[src/verilog/tcb_pkg.sv]
package tcb_pkg;

  ////////////////////////////////////////
  // bus widths and timing
  ////////////////////////////////////////

  // address, data and byte enable widths
  localparam int unsigned aw = 16;
  localparam int unsigned dw = 32;
  localparam int unsigned bw = dw / 8;
  // byte offset bits inside a word
  localparam int unsigned ob = $clog2(bw);
  // response delay in cycles
  localparam int unsigned dly = 1;
  // subordinate port count
  localparam int unsigned pn = 2;

  typedef logic [aw-1:0] adr_t;
  typedef logic [dw-1:0] dat_t;
  typedef logic [bw-1:0] ben_t;
  typedef logic [0:0]    sel_t;

  ////////////////////////////////////////
  // address map
  ////////////////////////////////////////

  // memory region, 1 KiB window
  localparam adr_t        mem_base  = 16'h0000;
  localparam int unsigned mem_words = 256;
  localparam int unsigned mem_aw    = $clog2(mem_words);
  localparam int unsigned mem_lsb   = mem_aw + ob;

  // register region, four words
  localparam adr_t reg_base = 16'h1000;
  typedef logic [1:0] reg_idx_t;
  localparam int unsigned reg_lsb = $bits(reg_idx_t) + ob;

  // register indices
  localparam reg_idx_t idx_gpo = 2'd0;
  localparam reg_idx_t idx_gpi = 2'd1;
  localparam reg_idx_t idx_scr = 2'd2;
  localparam reg_idx_t idx_id  = 2'd3;

  // id register content
  localparam dat_t reg_id = 32'h7cb0_0001;

  // byte lane merge for partial writes
  function automatic dat_t ben_merge(dat_t old, dat_t wdt, ben_t ben);
    dat_t res;
    res = old;
    for (int i = 0; i < bw; i++) begin
      if (ben[i]) res[8*i +: 8] = wdt[8*i +: 8];
    end
    return res;
  endfunction

endpackage

[src/verilog/tcb_if.sv]
`timescale 1ns/10ps

interface tcb_if (
  input logic sub,
  input logic arst_n
);
  import tcb_pkg::*;

  // request, manager side
  logic vld;
  logic wen;
  adr_t adr;
  ben_t ben;
  dat_t wdt;
  // response, target side
  logic rdy;
  dat_t rdt;
  logic err;

  // transfer happens when both handshake signals are high
  logic trn;
  assign trn = vld & rdy;

  // response phase, trails the transfer by dly cycles
  logic [dly-1:0] trn_d;
  logic           rsp;

  always_ff @(posedge sub or negedge arst_n) begin
    if (!arst_n) begin
      trn_d <= '0;
    end else begin
      trn_d <= (trn_d << 1) | dly'(trn);
    end
  end

  assign rsp = trn_d[dly-1];

  modport man (
    input  sub, arst_n, trn, rsp,
    output vld, wen, adr, ben, wdt,
    input  rdy, rdt, err
  );

  modport trg (
    input  sub, arst_n, trn, rsp,
    input  vld, wen, adr, ben, wdt,
    output rdy, rdt, err
  );

endinterface

[src/verilog/tcb_reg.sv]
`timescale 1ns/10ps

module tcb_reg (
  tcb_if.trg             bus,
  input  tcb_pkg::dat_t  gpio_in,
  output tcb_pkg::dat_t  gpio
);
  import tcb_pkg::*;

  ////////////////////////////////////////
  // decode
  ////////////////////////////////////////

  reg_idx_t idx;
  logic     hit;
  logic     ro;
  logic     bad;
  logic     wr_ok;

  assign idx = bus.adr[ob +: $bits(reg_idx_t)];
  // inside the register window
  assign hit = bus.adr[aw-1:reg_lsb] == reg_base[aw-1:reg_lsb];
  // gpio input and id are read only
  assign ro  = (idx == idx_gpi) || (idx == idx_id);

  // error on a window miss, on zero byte lanes or on a write to read only
  assign bad   = !hit || (bus.ben == '0) || (bus.wen && ro);
  assign wr_ok = bus.trn && bus.wen && !bad;

  ////////////////////////////////////////
  // registers
  ////////////////////////////////////////

  // two flop sync of gpio_in
  dat_t gpi_s1;
  dat_t gpi_s2;
  // scratch word
  dat_t scr;
  // read mux
  dat_t rd_mux;

  always_ff @(posedge bus.sub or negedge bus.arst_n) begin
    if (!bus.arst_n) begin
      bus.rdy <= 1'b0;
      bus.err <= 1'b0;
      gpio    <= '0;
      gpi_s1  <= '0;
      gpi_s2  <= '0;
    end else begin
      bus.rdy <= 1'b1;
      // err only in the cycle after a transfer
      bus.err <= bus.trn && bad;
      gpi_s1  <= gpio_in;
      gpi_s2  <= gpi_s1;
      if (wr_ok && idx == idx_gpo) begin
        gpio <= ben_merge(gpio, bus.wdt, bus.ben);
      end
    end
  end

  // scratch register with bytewise writes
  always_ff @(posedge bus.sub) begin
    if (wr_ok && idx == idx_scr) begin
      scr <= ben_merge(scr, bus.wdt, bus.ben);
    end
  end

  ////////////////////////////////////////
  // read path
  ////////////////////////////////////////

  always_comb begin
    case (idx)
      idx_gpo: rd_mux = gpio;
      idx_gpi: rd_mux = gpi_s2;
      idx_scr: rd_mux = scr;
      default: rd_mux = reg_id;
    endcase
  end

  // registered read data with one cycle of latency
  always_ff @(posedge bus.sub) begin
    if (bus.trn && !bus.wen) begin
      bus.rdt <= rd_mux;
    end
  end

endmodule

[src/flat_wrapper.sv]
// flat-port wrapper written by rule: the top's interface ports become plain ports
module tcb_reg_flat import tcb_pkg::*;
  (gpio_in, gpio, sub, arst_n, bus_vld, bus_wen, bus_adr, bus_ben, bus_wdt, bus_rdy, bus_rdt, bus_err);
  tcb_if bus_i (.sub(sub), .arst_n(arst_n));
  input  tcb_pkg::dat_t gpio_in;
  output tcb_pkg::dat_t gpio;
  input wire logic sub;
  input wire logic arst_n;
  input wire logic [$bits(bus_i.vld)-1:0] bus_vld;
  input wire logic [$bits(bus_i.wen)-1:0] bus_wen;
  input wire logic [$bits(bus_i.adr)-1:0] bus_adr;
  input wire logic [$bits(bus_i.ben)-1:0] bus_ben;
  input wire logic [$bits(bus_i.wdt)-1:0] bus_wdt;
  output wire logic [$bits(bus_i.rdy)-1:0] bus_rdy;
  output wire logic [$bits(bus_i.rdt)-1:0] bus_rdt;
  output wire logic [$bits(bus_i.err)-1:0] bus_err;
  assign bus_i.vld = bus_vld;
  assign bus_i.wen = bus_wen;
  assign bus_i.adr = bus_adr;
  assign bus_i.ben = bus_ben;
  assign bus_i.wdt = bus_wdt;
  assign bus_rdy = bus_i.rdy;
  assign bus_rdt = bus_i.rdt;
  assign bus_err = bus_i.err;
  tcb_reg u_core (.bus(bus_i), .gpio_in(gpio_in), .gpio(gpio));
endmodule
[config.mk]
export PLATFORM = sky130hd
export DESIGN_NAME = tcb_reg_flat
export DESIGN_NICKNAME = d
export VERILOG_FILES = /design/src/verilog/tcb_pkg.sv /design/src/verilog/tcb_if.sv /design/src/verilog/tcb_reg.sv /design/src/flat_wrapper.sv
export SDC_FILE = /design/constraint.sdc
export NUM_CORES = 1
export LEC_CHECK = 0
export ABC_AREA = 1
export BUFFER_PORTS_ARGS = -buffer_cell sky130_fd_sc_hd__buf_2
export CAP_MARGIN = 20
export CORE_MARGIN = 2
export CORE_UTILIZATION = 35
export CTS_CLUSTER_SIZE = 16
export DETAILED_ROUTE_END_ITERATION = 10
export SYNTH_ARGS = -nofsm -noshare
export SYNTH_HDL_FRONTEND = slang
export SYNTH_SLANG_ARGS = --single-unit
[constraint.sdc]
create_clock -name sub -period 3 [get_ports sub]
set_input_delay 0.9 -clock sub [delete_from_list [all_inputs] [get_ports sub]]
set_output_delay 0.9 -clock sub [all_outputs]
set_load 0.005 [all_outputs]
# Yosys cells after proc, flatten, opt, wreduce, memory -nomap -nowiden
# Index checks and enable logic that the tools add are counted.
[word_totals]
regBits = 162
in_bits = 88
out_inout_bits = 66
wordCells = 42
[classes]
eq_ne = 4
mux = 1
n_bitwise = 1
reduce_logical = 23
[op_table]
columns = ["cell", "n"]
rows = [
  ["one-hot mux 32 bit (3 select lines)", 1],
  ["AND reduction 2 bit", 8],
  ["equality test 12 x 9 -> 1 bit (second input constant)", 1],
  ["logical AND 1 bit", 7],
  ["equality test 2 bit (second input constant)", 2],
  ["logical NOT 4 bit", 1],
  ["logical NOT 1 bit", 3],
  ["logical OR 1 bit", 3],
  ["equality test 2 x 1 -> 1 bit (second input constant)", 1],
  ["logical NOT 2 bit", 1],
  ["bitwise AND 1 bit", 1],
]

# Longest topological paths before layout
[depth]
ltp_word = 8
ltp_mapped = 9
depth_no_buf = 8

# Worst setup path before layout
# Ideal clock, no wire load.
[synth_timing]
path_kind = "input port to flip-flop"
start = "input bus_vld"
end = "register u_core.bus.rdt[0] (enable)"
setup_ns = 0.421
arrival_ns = 2.318
required_ns = 2.579
path_slack_ns = 0.261
stages = 2
path_buffers = 0
path_cell_list = "nand2_1 -> nor2_1"
[synth_between]
elab_chain_len = 2
[synth_lines]
columns = ["element", "line_no", "source"]
rows = [
  ["from (decl)", "flat_wrapper.sv:9", "input wire logic [$bits(bus_i.vld)-1:0] bus_vld;"],
  ["bitwise AND 1 bit", "tcb_if.sv:22", "assign trn = vld & rdy;"],
  ["logical AND 1 bit", "tcb_reg.sv:83", "if (bus.trn && !bus.wen) begin"],
  ["to (signal assigned)", "tcb_reg.sv:84", "bus.rdt <= rd_mux;"],
  ["to (decl)", "tcb_if.sv:47", "output rdy, rdt, err"],
]
# No other way between the ends.
# A chain may end at the register's enable or synchronous reset.

# Worst setup path in the final report
[layout_timing]
start = "input bus_ben[1]"
end = "register u_core.scr[0] (enable)"
[layout_between]
elab_chain_len = 7
[layout_lines]
columns = ["element", "line_no", "source"]
rows = [
  ["from (decl)", "flat_wrapper.sv:12", "input wire logic [$bits(bus_i.ben)-1:0] bus_ben;"],
  ["logical NOT 4 bit", "tcb_reg.sv:27", "assign bad = !hit || (bus.ben == '0) || (bus.wen && ro);"],
  ["logical OR 1 bit (2 in a row)", "tcb_reg.sv:27", ""],
  ["logical NOT 1 bit", "tcb_reg.sv:28", "assign wr_ok = bus.trn && bus.wen && !bad;"],
  ["logical AND 1 bit", "tcb_reg.sv:28", ""],
  ["logical AND 1 bit", "tcb_reg.sv:63", "if (wr_ok && idx == idx_scr) begin"],
  ["AND reduction 2 bit (no source line)", "n/a", ""],
  ["to (signal assigned)", "tcb_reg.sv:64", "scr <= ben_merge(scr, bus.wdt, bus.ben);"],
  ["to (decl)", "tcb_reg.sv:38", "dat_t scr;"],
]
# No other way between the ends.

==> reports/summary.txt <==
Crit Path Max Fanout -> 11
Clk sinks -> 162
First-pass GRT wire length -> 23.1 mm
Worst R2R Setup Slack -> 1.35 ns
Clock slew at the register clock pins of the worst setup and hold paths -> 0.06 ns
CTS tree -> built
CP startpoint kind -> primary input
Setup CP Type -> primary input to register
DRT Wirelength -> 14.4 mm
Worst slew pin tran -> 0.649 ns
DR pass1 iterations -> 5
Leakage power -> 3.52 nW
Worst ir drop on vdd -> 0.389 mV
Tot GR Track Use -> 17.3%
Hold crit path type -> register to register
Worst Path Arrival -> 2.15 ns
Hold slack -> 0.347 ns
Synth Instances -> 461
Syn nets -> 549
Layout Nets -> 714
H-tree levels -> 4
Distinct cells, synth -> 19
Fin area -> 7440 sq um
Hold_buf cts -> 0
FF-to-FF path depth -> 7
Max Clk Rate -> 493 MHz
1st-iter DRT viols -> 320
Final setup violating endpoints -> 0
Postcts setup bufs -> 0
I/O pins -> 154
Reg-to-reg endpoint -> u_core.scr[0]
EDFF count, synth -> 64
Drt wl/cell -> 16.8 um
Fin. max-slew vios -> 0
Synth Area per Inst -> 12.6 sq um
Vias -> 4014
Vias in the first global route -> 4234
Final worst slack -> 0.973 ns
Yosys reg bits -> 162
Final Core Density -> 45.4%
Initial Util -> 35.4%
Final hold vios -> 0
Largest net degree at the start of global routing -> 53
Critical Path Sink Type -> register
Die X -> 133 um
Share of post-route cells with drive strength above 1 -> 32.6%
Maximum capacitance violations -> 0
Asr flop ratio synth -> 60.5%
Worst clock skew -> 0.0103 ns
DIE AREA -> 17600 sq um
Buffers on Ports -> 151
Via-to-Cell Ratio -> 4.67
Worst r2r src -> u_core.bus.rdy
Total negative slack -> 0 ns
DRC -> 0
Minimum clock period -> 2.03 ns
Worst setup endpoint -> u_core.scr[0]
DP Area -> 6890 sq um
Core Box Area -> 16400 sq um
P per Cell Area -> 621 nW/um^2
CP Launch Point -> bus_ben[1]
Inserted Diodes -> 0
Clock root cell -> clkbuf_16
Synthesized cell area -> 5810 sq um
Overall die height -> 133 um
Initial antenna violation count -> 1
Clock buffer depth -> 2
Area Growth Syn to Fin -> 28.1%
Cts repair resizes -> 0
Dpl ws -> 0.505 ns
Cell Rows -> 47
Max-slew headroom -> 56.7%
DRT antenna net count -> 0
GPL Wtd Cong -> 0.757
Share of the yosys chip area belonging to registers -> 75.3%
Critical Path RT -> 3.12 ns
TritonCTS buffer count -> 17
Status -> completed
Skew-Pair Late Insertion Delay -> 0.42 ns
Congestion Overflow GR -> 0
RSZ-0062 raised after global routing -> false
Final HPWL DP -> 9.62 mm
Ys flop type -> dfrtp_1
Fin crit share -> 67.6%
Syn. warnings -> 0
-- state kept, by name (all words and copies together) (netlist names) --
name and count:
u_core.bus.rdt 32, u_core.gpi_s1 32, u_core.gpi_s2 32, u_core.gpio 32
u_core.scr 32, u_core.bus.err 1, u_core.bus.rdy 1
-- kinds of logic (layout without fill, tap and decap cells) --
family,count (synthesis),count (layout),synth area share [%]
other cells,1,1,0.0646
flops,162,162,75.3
compound gates,9,9,0.775
buf+inv,36,214,3.08
simple gates,253,253,20.8
-- layout by cell type, fill, tap and decap left out --
cell | netlist | final
inv_2 | 2 | 2
or2_1 | 1 | 1
clkinv_2 | 0 | 2
clkbuf_1 | 1 | 4
buf_12 | 0 | 3
nor2_8 | 2 | 2
clkbuf_8 | 0 | 3
clkbuf_16 | 0 | 18
buf_4 | 0 | 14
clkinvlp_4 | 0 | 1
nand3_4 | 1 | 1
nand3_1 | 33 | 33
buf_2 | 17 | 150
inv_4 | 0 | 3
dfrtp_1 | 98 | 98
nand4_4 | 4 | 4
nand4_1 | 32 | 32
clkinv_4 | 0 | 1
inv_1 | 13 | 13
nand2_1 | 163 | 163
nor2_1 | 14 | 13
edfxtp_1 | 64 | 64
conb_1 | 1 | 1
o21ai_0 | 9 | 9
nor2_4 | 2 | 4
-- power breakdown --
group | total, mW | switching [mW] | leakage [nW] | internal, mW
Clock | 2.01 | 0.833 | 0.274 | 1.17
Sequential | 2.39 | 0.0170 | 1.78 | 2.37
Combinational | 0.229 | 0.145 | 1.46 | 0.0839
-- worst min-delay path by stage --
stage                                 start           endpoint  slack (ns)  cells past startpoint
after detailed placement  u_core.gpi_s1[13]  u_core.gpi_s2[13]        0.33                      0
after floorplan            u_core.gpi_s1[0]   u_core.gpi_s2[0]        0.33                      0
after CTS                 u_core.gpi_s1[24]  u_core.gpi_s2[24]        0.35                      0
after global placement     u_core.gpi_s1[6]   u_core.gpi_s2[6]        0.33                      0
after global routing      u_core.gpi_s1[18]  u_core.gpi_s2[18]        0.35                      0
final                     u_core.gpi_s1[24]  u_core.gpi_s2[24]        0.35                      0
-- Yosys cell counts, types with 2 or more instances --
| master | count | area [sq um] |
|---|---|---|
| nand2_1 | 163 | 612 |
| dfrtp_1 | 98 | 2450 |
| nor2_8 | 2 | 40.0 |
| nand4_4 | 4 | 85.1 |
| inv_2 | 2 | 7.51 |
| nor2_1 | 14 | 52.6 |
| nand4_1 | 32 | 200 |
| edfxtp_1 | 64 | 1920 |
| inv_1 | 13 | 48.8 |
| buf_2 | 17 | 85.1 |
| o21ai_0 | 9 | 45.0 |
| nand3_1 | 33 | 165 |
| nor2_4 | 2 | 22.5 |
| buf_6 | 3 | 33.8 |
-- through the flow --
step | power [mW] | instances
2_1_floorplan | 2.51 | 461
3_3_place_gp | 2.66 | 827
3_5_place_dp | 2.67 | 827
4_1_cts | 4.67 | 859
5_1_grt | 4.79 | 859
6_report | 4.63 | 859
-- worst max-delay path, stage by stage --
cell     delay [ns]
buf_2          0.25
nor2_1         0.09
nand2_1        0.16
nand3_4        0.12
nor2_8         0.10
nand2_1        0.13
nor2_1         0.18
buf_4          0.21
-- area by class of cell --
type	instances	area [sq um]
fillers	1500	8960
flip-flops and latches	162	4370
multi-input cells	263	1270
repair buffers	167	916
clock buffers	25	507
well taps	220	275
inverters	15	56.3
clock inverters	7	45.0
-- per-layer routing --
layer	wire length (um)	share of wire [%]	global-route usage (%)	vias to the layer above
li1	-	-	-	1883
met1	5990	41	21.3	1981
met2	7390	51	28.5	119
met3	712	4.9	4.79	29
met4	342	2.4	7.53	2
met5	13	0.090	0	-
No activity file was read; power rests on OpenSTA's default activity.
