### src/verilog/tcb_pkg.sv
package tcb_pkg;

  ////////////////////////////////////////
  // bus widths and timing
  ////////////////////////////////////////

  // address, data and byte enable widths
  localparam int unsigned aw = 16;
  localparam int unsigned dw = 32;
  localparam int unsigned bw = dw / 8;
  // byte offset bits inside a word
  localparam int unsigned ob = $clog2(bw);
  // response delay in cycles
  localparam int unsigned dly = 1;
  // subordinate port count
  localparam int unsigned pn = 2;

  typedef logic [aw-1:0] adr_t;
  typedef logic [dw-1:0] dat_t;
  typedef logic [bw-1:0] ben_t;
  typedef logic [0:0]    sel_t;

  ////////////////////////////////////////
  // address map
  ////////////////////////////////////////

  // memory region, 1 KiB window
  localparam adr_t        mem_base  = 16'h0000;
  localparam int unsigned mem_words = 256;
  localparam int unsigned mem_aw    = $clog2(mem_words);
  localparam int unsigned mem_lsb   = mem_aw + ob;

  // register region, four words
  localparam adr_t reg_base = 16'h1000;
  typedef logic [1:0] reg_idx_t;
  localparam int unsigned reg_lsb = $bits(reg_idx_t) + ob;

  // register indices
  localparam reg_idx_t idx_gpo = 2'd0;
  localparam reg_idx_t idx_gpi = 2'd1;
  localparam reg_idx_t idx_scr = 2'd2;
  localparam reg_idx_t idx_id  = 2'd3;

  // id register content
  localparam dat_t reg_id = 32'h7cb0_0001;

  // byte lane merge for partial writes
  function automatic dat_t ben_merge(dat_t old, dat_t wdt, ben_t ben);
    dat_t res;
    res = old;
    for (int i = 0; i < bw; i++) begin
      if (ben[i]) res[8*i +: 8] = wdt[8*i +: 8];
    end
    return res;
  endfunction

endpackage

### src/verilog/tcb_if.sv
`timescale 1ns/10ps

interface tcb_if (
  input logic sub,
  input logic arst_n
);
  import tcb_pkg::*;

  // request, manager side
  logic vld;
  logic wen;
  adr_t adr;
  ben_t ben;
  dat_t wdt;
  // response, target side
  logic rdy;
  dat_t rdt;
  logic err;

  // transfer happens when both handshake signals are high
  logic trn;
  assign trn = vld & rdy;

  // response phase, trails the transfer by dly cycles
  logic [dly-1:0] trn_d;
  logic           rsp;

  always_ff @(posedge sub or negedge arst_n) begin
    if (!arst_n) begin
      trn_d <= '0;
    end else begin
      trn_d <= (trn_d << 1) | dly'(trn);
    end
  end

  assign rsp = trn_d[dly-1];

  modport man (
    input  sub, arst_n, trn, rsp,
    output vld, wen, adr, ben, wdt,
    input  rdy, rdt, err
  );

  modport trg (
    input  sub, arst_n, trn, rsp,
    input  vld, wen, adr, ben, wdt,
    output rdy, rdt, err
  );

endinterface

### src/verilog/tcb_dmx.sv
`timescale 1ns/10ps

module tcb_dmx (
  // from the manager
  tcb_if.trg bus,
  // to the memory
  tcb_if.man s0,
  // to the register block
  tcb_if.man s1
);
  import tcb_pkg::*;

  ////////////////////////////////////////
  // address decode
  ////////////////////////////////////////

  logic mem_hit;
  logic reg_hit;
  sel_t sel_req;
  sel_t sel_rsp;

  // compare only the bits above each window
  assign mem_hit = bus.adr[aw-1:mem_lsb] == mem_base[aw-1:mem_lsb];
  assign reg_hit = bus.adr[aw-1:reg_lsb] == reg_base[aw-1:reg_lsb];

  // memory only when it does not clash with the register window
  // unmapped goes to port 1 where the register block flags it
  assign sel_req = (mem_hit && !reg_hit) ? sel_t'(0) : sel_t'(1);

  // select held for the response phase
  always_ff @(posedge bus.sub or negedge bus.arst_n) begin
    if (!bus.arst_n) begin
      sel_rsp <= '0;
    end else if (bus.trn) begin
      sel_rsp <= sel_req;
    end
  end

  ////////////////////////////////////////
  // request path
  ////////////////////////////////////////

  // only the selected port sees vld
  assign s0.vld = bus.vld & (sel_req == sel_t'(0));
  assign s1.vld = bus.vld & (sel_req == sel_t'(1));

  // request payload goes to both ports
  assign s0.wen = bus.wen;
  assign s0.adr = bus.adr;
  assign s0.ben = bus.ben;
  assign s0.wdt = bus.wdt;
  assign s1.wen = bus.wen;
  assign s1.adr = bus.adr;
  assign s1.ben = bus.ben;
  assign s1.wdt = bus.wdt;

  ////////////////////////////////////////
  // response path
  ////////////////////////////////////////

  // indexable copies of the port responses
  dat_t rsp_rdt [pn];
  logic rsp_err [pn];
  logic req_rdy [pn];

  assign rsp_rdt[0] = s0.rdt;
  assign rsp_rdt[1] = s1.rdt;
  assign rsp_err[0] = s0.err;
  assign rsp_err[1] = s1.err;
  assign req_rdy[0] = s0.rdy;
  assign req_rdy[1] = s1.rdy;

  // rdy follows the request and data the registered select
  assign bus.rdy = req_rdy[sel_req];
  assign bus.rdt = rsp_rdt[sel_rsp];
  assign bus.err = rsp_err[sel_rsp];

  ////////////////////////////////////////
  // checks
  ////////////////////////////////////////

  // never two error sources in one response
  a_one_err: assert property (
    @(posedge bus.sub) disable iff (!bus.arst_n)
    bus.rsp |-> !(s0.err && s1.err)
  );

endmodule

### src/flat_wrapper.sv
// flat-port wrapper written by rule: the top's interface ports become plain ports
module tcb_dmx_flat import tcb_pkg::*;
  (sub, arst_n, bus_vld, bus_wen, bus_adr, bus_ben, bus_wdt, bus_rdy, bus_rdt, bus_err, s0_vld, s0_wen, s0_adr, s0_ben, s0_wdt, s0_rdy, s0_rdt, s0_err, s1_vld, s1_wen, s1_adr, s1_ben, s1_wdt, s1_rdy, s1_rdt, s1_err);
  tcb_if bus_i (.sub(sub), .arst_n(arst_n));
  tcb_if s0_i (.sub(sub), .arst_n(arst_n));
  tcb_if s1_i (.sub(sub), .arst_n(arst_n));
  input wire logic sub;
  input wire logic arst_n;
  input wire logic [$bits(bus_i.vld)-1:0] bus_vld;
  input wire logic [$bits(bus_i.wen)-1:0] bus_wen;
  input wire logic [$bits(bus_i.adr)-1:0] bus_adr;
  input wire logic [$bits(bus_i.ben)-1:0] bus_ben;
  input wire logic [$bits(bus_i.wdt)-1:0] bus_wdt;
  output wire logic [$bits(bus_i.rdy)-1:0] bus_rdy;
  output wire logic [$bits(bus_i.rdt)-1:0] bus_rdt;
  output wire logic [$bits(bus_i.err)-1:0] bus_err;
  output wire logic [$bits(s0_i.vld)-1:0] s0_vld;
  output wire logic [$bits(s0_i.wen)-1:0] s0_wen;
  output wire logic [$bits(s0_i.adr)-1:0] s0_adr;
  output wire logic [$bits(s0_i.ben)-1:0] s0_ben;
  output wire logic [$bits(s0_i.wdt)-1:0] s0_wdt;
  input wire logic [$bits(s0_i.rdy)-1:0] s0_rdy;
  input wire logic [$bits(s0_i.rdt)-1:0] s0_rdt;
  input wire logic [$bits(s0_i.err)-1:0] s0_err;
  output wire logic [$bits(s1_i.vld)-1:0] s1_vld;
  output wire logic [$bits(s1_i.wen)-1:0] s1_wen;
  output wire logic [$bits(s1_i.adr)-1:0] s1_adr;
  output wire logic [$bits(s1_i.ben)-1:0] s1_ben;
  output wire logic [$bits(s1_i.wdt)-1:0] s1_wdt;
  input wire logic [$bits(s1_i.rdy)-1:0] s1_rdy;
  input wire logic [$bits(s1_i.rdt)-1:0] s1_rdt;
  input wire logic [$bits(s1_i.err)-1:0] s1_err;
  assign bus_i.vld = bus_vld;
  assign bus_i.wen = bus_wen;
  assign bus_i.adr = bus_adr;
  assign bus_i.ben = bus_ben;
  assign bus_i.wdt = bus_wdt;
  assign bus_rdy = bus_i.rdy;
  assign bus_rdt = bus_i.rdt;
  assign bus_err = bus_i.err;
  assign s0_vld = s0_i.vld;
  assign s0_wen = s0_i.wen;
  assign s0_adr = s0_i.adr;
  assign s0_ben = s0_i.ben;
  assign s0_wdt = s0_i.wdt;
  assign s0_i.rdy = s0_rdy;
  assign s0_i.rdt = s0_rdt;
  assign s0_i.err = s0_err;
  assign s1_vld = s1_i.vld;
  assign s1_wen = s1_i.wen;
  assign s1_adr = s1_i.adr;
  assign s1_ben = s1_i.ben;
  assign s1_wdt = s1_i.wdt;
  assign s1_i.rdy = s1_rdy;
  assign s1_i.rdt = s1_rdt;
  assign s1_i.err = s1_err;
  tcb_dmx u_core (.bus(bus_i), .s0(s0_i), .s1(s1_i));
endmodule
### config.mk
export PLATFORM = sky130hd
export DESIGN_NAME = tcb_dmx_flat
export DESIGN_NICKNAME = d
export VERILOG_FILES = /design/src/verilog/tcb_pkg.sv /design/src/verilog/tcb_if.sv /design/src/verilog/tcb_dmx.sv /design/src/flat_wrapper.sv
export SDC_FILE = /design/constraint.sdc
export NUM_CORES = 1
export LEC_CHECK = 0
export ABC_AREA = 1
export BUFFER_PORTS_ARGS = -buffer_cell sky130_fd_sc_hd__buf_4
export CORE_AREA = 4 4 101 103
export CTS_CLUSTER_SIZE = 40
export DETAILED_ROUTE_END_ITERATION = 8
export DIE_AREA = 0 0 105 107
export PLACE_DENSITY = 0.49
export SYNTH_ARGS = -nofsm -noshare
export SYNTH_HDL_FRONTEND = slang
export SYNTH_SLANG_ARGS = --single-unit
### constraint.sdc
create_clock -name sub -period 1.3 [get_ports sub]
set_input_delay 0.13 -clock sub [delete_from_list [all_inputs] [get_ports sub]]
set_output_delay 0.13 -clock sub [all_outputs]
set_load 0.02 [all_outputs]
-- Word-level counts from Yosys, hierarchy flattened
Index checks and enable logic that the tools add are counted.
- magnitude comparators: 2
- eq/ne operators: 1
- muxes and demuxes: 10
- bitwise gates (word level): 5
- reduce and logical (&&, ||, !) cells: 3
- operators by type and width (operator ; count):
    two-way mux 32 bit ; 3
    equality test 12 x 9 -> 1 bit, second input constant ; 1
    two-way mux 1 bit ; 7
    zero test 6 bit ; 1
    >= comparator 2 bit, second input constant ; 2
    inverter 1 -> 2 bit ; 2
    AND 1 bit ; 3
    logical AND 1 bit ; 1
    zero test 1 bit ; 1
- bits in registers: 1
- input bits: 124
- output and inout port bits: 142
- word-level logic and storage cells: 22

-- Depth between registers and ports, before layout
Gate-level depths: netlist of run 1.
- word-level depth: 9
- depth in mapped cells: 6
- mapped depth without buffers: 6

-- Worst setup path after synthesis of run 1
No wires, ideal clock.
- path kind: register -> output
- start: register u_core.sel_rsp
- end: output port bus_rdt[0]
- arrival time: 0.963 ns
- required time: 1.170 ns
- setup slack: 0.207 ns
- stages on the path, launching flop included: 4
- buffers on the path: 2
- cells stage by stage: dfrtp_1 -> buf_6 -> buf_12 -> mux2_4
- longest elaborated chain between the ends: 4
- ends and longest elaborated chain (item ; RTL line ; RTL):
    start, declared ; tcb_dmx.sv:20 ; sel_t sel_rsp;
    start signal, assigned ; tcb_dmx.sv:35 ; sel_rsp <= sel_req;
    inverter 1 -> 2 bit (not written as such) ; tcb_dmx.sv:75 ; assign bus.rdt = rsp_rdt[sel_rsp];
    two-way mux 32 bit (not written as such) (3 in series) ; tcb_dmx.sv:75 ;
    end, declared ; flat_wrapper.sv:15 ; output wire logic [$bits(bus_i.rdt)-1:0] bus_rdt;
No other way between the ends. The select of a mux whose other input is x is not followed.

-- Worst setup path in the final report of run 1
- start: register u_core.sel_rsp
- end: output port bus_rdt[31]
The elaborated chain is that of the path after synthesis.

==> flow_metrics.py, run 1 <==
metrics = {
    "outcome": {
        "status": "finished clean",
    },
    "worst_hold_path": {
        "hold_path.class": "in2out",
    },
    "worst_setup_path": {
        "crit_buf_inv": 2,
        "crit_slowest_cell": "dfrtp_2",
        "required_ns": 1.17,
        "arrival_ns": 1.10,
        "cp_max_fo": 23,
        "cp_slowest_stage_delay_ns": 0.38,
        "start_kind": "register",
        "path_class": "reg2out",
        "critPathCaptureType": "primary output",
        "crit_family": "flip-flops",
        "worstPathCellList": "buf_12, mux2_2, buf_4",
    },
    "place": {
        "routabilityCongestion": 0.7412,
        "portBuffers": 124,
        "placed_cells": 290,
        "dpl.hpwl_microns": 3451,
    },
    "layout": {
        "num-nets-final": 306,
        "drive_gt1_frac": 0.8944,
        "multi_input_comb_area_sq_um": 539.3,
        "n_antenna_cell": 0,
        "finalNonFillerCells": 291,
        "syn_to_final_growth_pct": 17.26,
        "regArea_sq_um": 26.28,
        "max_flop_register": "u_core.sel_rsp",
        "reg.largest.list": "u_core.sel_rsp (1)",
        "largest_reg_flops": 1,
        "n_fill_cell": 1018,
    },
    "floorplan": {
        "rows": 35,
        "die_w_microns": 105,
        "core_area_sq_um": 9196,
        "dieArea_sq_um": 11240,
        "die_h_microns": 107,
        "initial_core_util": 0.1569,
        "num_io_pins": 266,
    },
    "drt": {
        "via_per_inst": 3.381,
        "finalWirelength_microns": 3835,
        "remaining_drc_errors": 0,
        "ant_nets": 0,
        "wl_per_cell_microns": 13.18,
        "drt_iter0_markers": 46,
        "via_count": 984,
        "dr.pass1.iters": 4,
    },
    "synth": {
        "syn_inst": 162,
        "async_reset_ff_frac": 1.000,
        "syn_avg_cell_area_sq_um": 8.905,
        "syn_area_sq_um": 1443,
        "synthesis.nets": 286,
        "ys_top_cells_by_area": "buf_4, mux2_4, buf_12",
        "ys_seq_elements": 1,
        "yosys.area.top_type_share": 0.5516,
        "yosysMostFrequentCell": "buf_4",
        "synth_largest_area_cell": "buf_4",
        "ys_types": 10,
        "ys.flop_type": "dfrtp_1",
        "synth-seq-area-share": 0.01735,
        "synth_edf_count": 0,
        "synth_common_cells": "buf_4, mux2_4, nand2_1",
        "yosys_warnings": 0,
    },
    "grt": {
        "grt_usage": 0.05603,
        "grt_max_degree": 24,
        "grt_remaining_overflow": 0,
        "grt_pass1_wl_microns": 5216,
        "antenna_found_initial": 1,
        "first_global_vias": 979,
    },
    "flow_run": {
        "maxCapViolations": 0,
    },
    "timing": {
        "setup_viol": 0,
        "slew_headroom": 0.8484,
        "tns_ns": 0,
        "tightest_slew_ns": 0.2266,
        "post-route-min-period_ns": 1.235,
        "drv_slew": 0,
        "rsz0062_at_grt": "false",
        "fmax_ghz": 0.8100,
        "hold_viol": 0,
        "skew_ns": 0,
        "finalCritPeriodShare": 0.9497,
    },
    "pwr": {
        "p_int_uw": 364.3,
        "switching_share": 0.3763,
        "seqPwrFrac": 0.056,
        "ir_drop_v": 0.00007504,
        "switchingPower_uw": 219.8,
        "leakagePower_uw": 0.0009710,
        "p_clk_frac": 0,
        "p_comb_frac": 0.944,
        "pwr_density_cell_nw_per_um2": 345.3,
    },
    "clocking": {
        "post_cts_buffers": 0,
        "insertion_delay_ns": 0,
        "clk_pin_slew_ns": 0,
    },
}
==> cell usage in the layout (no fill, tap or decap), drive strengths merged <==
cell / count
buf: 127
inv: 3
nand2: 8
dfrtp: 1
dlygate4sd3: 1
nand3: 2
mux2: 33
nor2: 5
==> what timing repair did <==
| item | CTS | global route |
|---|---|---|
| hold buffers | 1 | 0 |
| resized for setup | 0 | 0 |
| hold endpoints to repair | 1 | 0 |
==> power by group through the flow <==
stage               clock network (uW)  logic [uW]  registers, uW
detailed placement                   0         556           32.8
floorplan                            0         678           32.3
global placement                     0         551           32.7
CTS                                  0         560           32.8
finish                               0         551           32.8
global route                         0         584           32.9
==> worst paths after layout <==
kind / from / end / slack [ns] / depth (start not counted)
min in group asynchronous: arst_n / u_core.sel_rsp / 0.47 / 2
hold reg to reg: u_core.sel_rsp / u_core.sel_rsp / 0.72 / 3
hold / removal: bus_wdt[2] / s0_wdt[2] / 0.26 / 0
max in group asynchronous: arst_n / u_core.sel_rsp / 0.74 / 2
setup / recovery: u_core.sel_rsp / bus_rdt[31] / 0.07 / 3
setup reg to reg: u_core.sel_rsp / u_core.sel_rsp / 0.47 / 3
==> per-stage QoR <==
stage | worst slack [ns] | hold WS, ns | util | power [uW] | area [sq um]
after global placement | 0.07976 | -0.09082 | 0.1829 | 583.6 | 1682
final | 0.06543 | 0.2600 | 0.1839 | 584.1 | 1692
after CTS | 0.05465 | 0.2602 | 0.1839 | 592.7 | 1692
after detailed placement | 0.06156 | -0.09277 | 0.1829 | 588.9 | 1682
after global routing | 0.02864 | 0.2600 | 0.1839 | 616.5 | 1692
after floorplan | 0.2071 | -0.1656 | - | 710.8 | 1443
==> metal layers <==
metal,share of wire,vias to the layer above,routed length [microns],GRT usage
met5,0.0034,-,13,0
met4,0.0070,2,27,0.006560
met3,0.20,10,768,0.04395
met2,0.47,122,1818,0.1008
met1,0.31,406,1207,0.05130
li1,-,444,-,-
==> cell families after synthesis <==
logic type,Yosys count,share of synthesized area
buffers and inverters,113,0.6088
flip-flops,1,0.01734
multiplexers,33,0.3330
AND/OR/NAND/NOR,15,0.04077
==> area by class of cell <==
class                      instances  area share
multi-input combinational         48      0.3188
tap                              111     0.08210
sequential                         1     0.01553
inverter                           3    0.006657
timing repair buffer             128      0.5769
No activity file was read; power rests on OpenSTA's default activity.
==> run 2: changes to the inputs <==
--- a/config.mk
+++ b/config.mk
@@ -7,11 +7,12 @@
 export LEC_CHECK = 0
 export ABC_AREA = 1
 export BUFFER_PORTS_ARGS = -buffer_cell sky130_fd_sc_hd__buf_4
-export CORE_AREA = 4 4 101 103
+export CORE_AREA = 2 2 102 104
 export CTS_CLUSTER_SIZE = 40
 export DETAILED_ROUTE_END_ITERATION = 8
-export DIE_AREA = 0 0 105 107
-export PLACE_DENSITY = 0.49
+export DIE_AREA = 0 0 104 106
+export PLACE_DENSITY = 0.46
+export SLEW_MARGIN = 20
 export SYNTH_ARGS = -nofsm -noshare
 export SYNTH_HDL_FRONTEND = slang
 export SYNTH_SLANG_ARGS = --single-unit
==> run 2 against run 1 <==
  * Wire length fell by 10%
  * Register-to-register slack lost 0.03 ns
  * Die area is 1.9% lower
  * Critical endpoint is now bus_rdt[29]
==> flow_metrics.py, run 2 (synthesized netlist as in run 1, its figures left out) <==
metrics = {
    "grt": {
        "grt_usage": 0.05273,
        "grt_remaining_overflow": 0,
        "use_met3": 0.02698,
        "top_usage_layer": "met2",
        "antenna_found_initial": 0,
        "use_met1": 0.04974,
        "grt_pass1_wl_microns": 4830,
        "use_met2": 0.1029,
        "grt_max_degree": 20,
        "first_global_vias": 964,
    },
    "worst_setup_path": {
        "arrival_ns": 1.08,
        "crit_slowest_cell": "dfrtp_2",
        "required_ns": 1.17,
        "cp_slowest_stage_delay_ns": 0.37,
        "r2r-start": "u_core.sel_rsp",
        "crit_family": "flip-flops",
        "worstPathCellList": "buf_12, mux2_2, buf_4",
        "endpoint": "bus_rdt[29]",
        "worstRegToRegCells": 3,
        "crit_buf_inv": 2,
        "cp-startpoint": "u_core.sel_rsp",
        "rrSetupSlack_ns": 0.44,
        "r2r-end": "u_core.sel_rsp",
        "path_class": "reg2out",
        "cp_max_fo": 19,
        "critPathCaptureType": "primary output",
        "start_kind": "register",
        "crit_cells": 3,
    },
    "timing": {
        "finalCritPeriodShare": 0.9311,
        "hold_slack_ns": 0.2600,
        "skew_ns": 0,
        "tns_ns": 0,
        "tightest_slew_ns": 0.1961,
        "rsz0062_at_grt": "false",
        "fmax_ghz": 0.8262,
        "slew_headroom": 0.8688,
        "post-route-min-period_ns": 1.210,
        "drv_slew": 0,
        "setup_ws_ns": 0.08957,
        "setup_viol": 0,
        "hold_viol": 0,
    },
    "clocking": {
        "clk_pin_slew_ns": 0,
        "insertion_delay_ns": 0,
    },
    "layout": {
        "n_antenna_cell": 0,
        "reg.largest.list": "u_core.sel_rsp (1)",
        "finalNonFillerCells": 316,
        "num-nets-final": 306,
        "mostFrequentLayoutCell": "buf_4",
        "syn_to_final_growth_pct": 19.43,
        "drive_gt1_frac": 0.8944,
        "final_cell_mix": "buf_4, mux2_4, nand2_1",
        "largest_reg_flops": 1,
        "max_flop_register": "u_core.sel_rsp",
    },
    "worst_hold_path": {
        "hold_path.class": "in2out",
        "worstHoldPathCells": 0,
        "worstHoldStart": "bus_ben[2]",
    },
    "pwr": {
        "ir_drop_v": 0.00008362,
        "p_total_uw": 580.0,
        "leakagePower_uw": 0.0009710,
        "pwr_density_cell_nw_per_um2": 336.7,
    },
    "place": {
        "placed_cells": 315,
        "place_ws_ns": 0.08893,
        "routabilityCongestion": 0.7042,
        "dpl.hpwl_microns": 3071,
        "portBuffers": 124,
    },
    "floorplan": {
        "die_w_microns": 104,
        "rows": 37,
        "num_io_pins": 266,
        "initial_core_util": 0.1443,
        "die_h_microns": 106,
        "core_area_sq_um": 10000,
        "dieArea_sq_um": 11020,
    },
    "flow_run": {
        "maxCapViolations": 0,
    },
    "drt": {
        "finalWirelength_microns": 3442,
        "drt_iter0_markers": 33,
        "wl_per_cell_microns": 10.89,
        "via_per_inst": 2.978,
        "remaining_drc_errors": 0,
        "via_count": 941,
        "ant_nets": 0,
        "dr.pass1.iters": 2,
    },
    "outcome": {
        "status": "finished clean",
    },
}
run 2: report_power, final:
group | internal, uW | total (uW) | switching (uW) | leakage [uW]
registers | 32.2 | 32.7 | 0.560 | 0.00000850
logic | 332 | 547 | 215 | 0.000962
clock network | 0 | 0 | 0 | 0
total | 364 | 580 | 216 | 0.000971
run 2: stage by stage:
| step | instance area, sq um | util |
|---|---|---|
| global placement | 1713 | 0.1713 |
| detailed placement | 1713 | 0.1713 |
| CTS | 1723 | 0.1723 |
| finish | 1723 | 0.1723 |
| global route | 1723 | 0.1723 |
| floorplan | 1443 | - |
run 2: final cells by class:
type | instances | area [sq um]
Multi-Input combinational cell | 48 | 539.3
Inverter | 3 | 11.26
Timing Repair Buffer | 128 | 975.9
Sequential cell | 1 | 26.28
Fill cell | 1112 | 8277
Tap cell | 136 | 170.2
run 2: layer usage:
layer	share of wire	wire (microns)	vias up
li1	-	-	445
met1	0.33	1136	391
met2	0.52	1786	99
met3	0.15	502	6
met4	0.0049	17	0
met5	0	0	-
run 2: worst min path at each step:
| stage | slack [ns] | to |
|---|---|---|
| 5_1_grt | 0.26 | s0_wdt[4] |
| 4_1_cts | 0.26 | s0_wdt[10] |
| 2_1_floorplan | -0.17 | u_core.sel_rsp |
| 3_3_place_gp | -0.09 | u_core.sel_rsp |
| 3_5_place_dp | -0.09 | u_core.sel_rsp |
| 6_report | 0.26 | s0_ben[2] |
run 2: worst register-to-register path: stages (launching register included):
cell	delay (ns)
dfrtp_2	0.41
buf_4	0.20
nand2_1	0.08
nand2_1	0.05
run 2: timing repair:
item / 4_1_cts / 5_1_grt
endpoints found under the setup margin: 0 / 0
hold buffers: 1 / 0
hold endpoints to repair: 1 / 0
resized for setup: 0 / 0
buffers inserted: 0 / 0
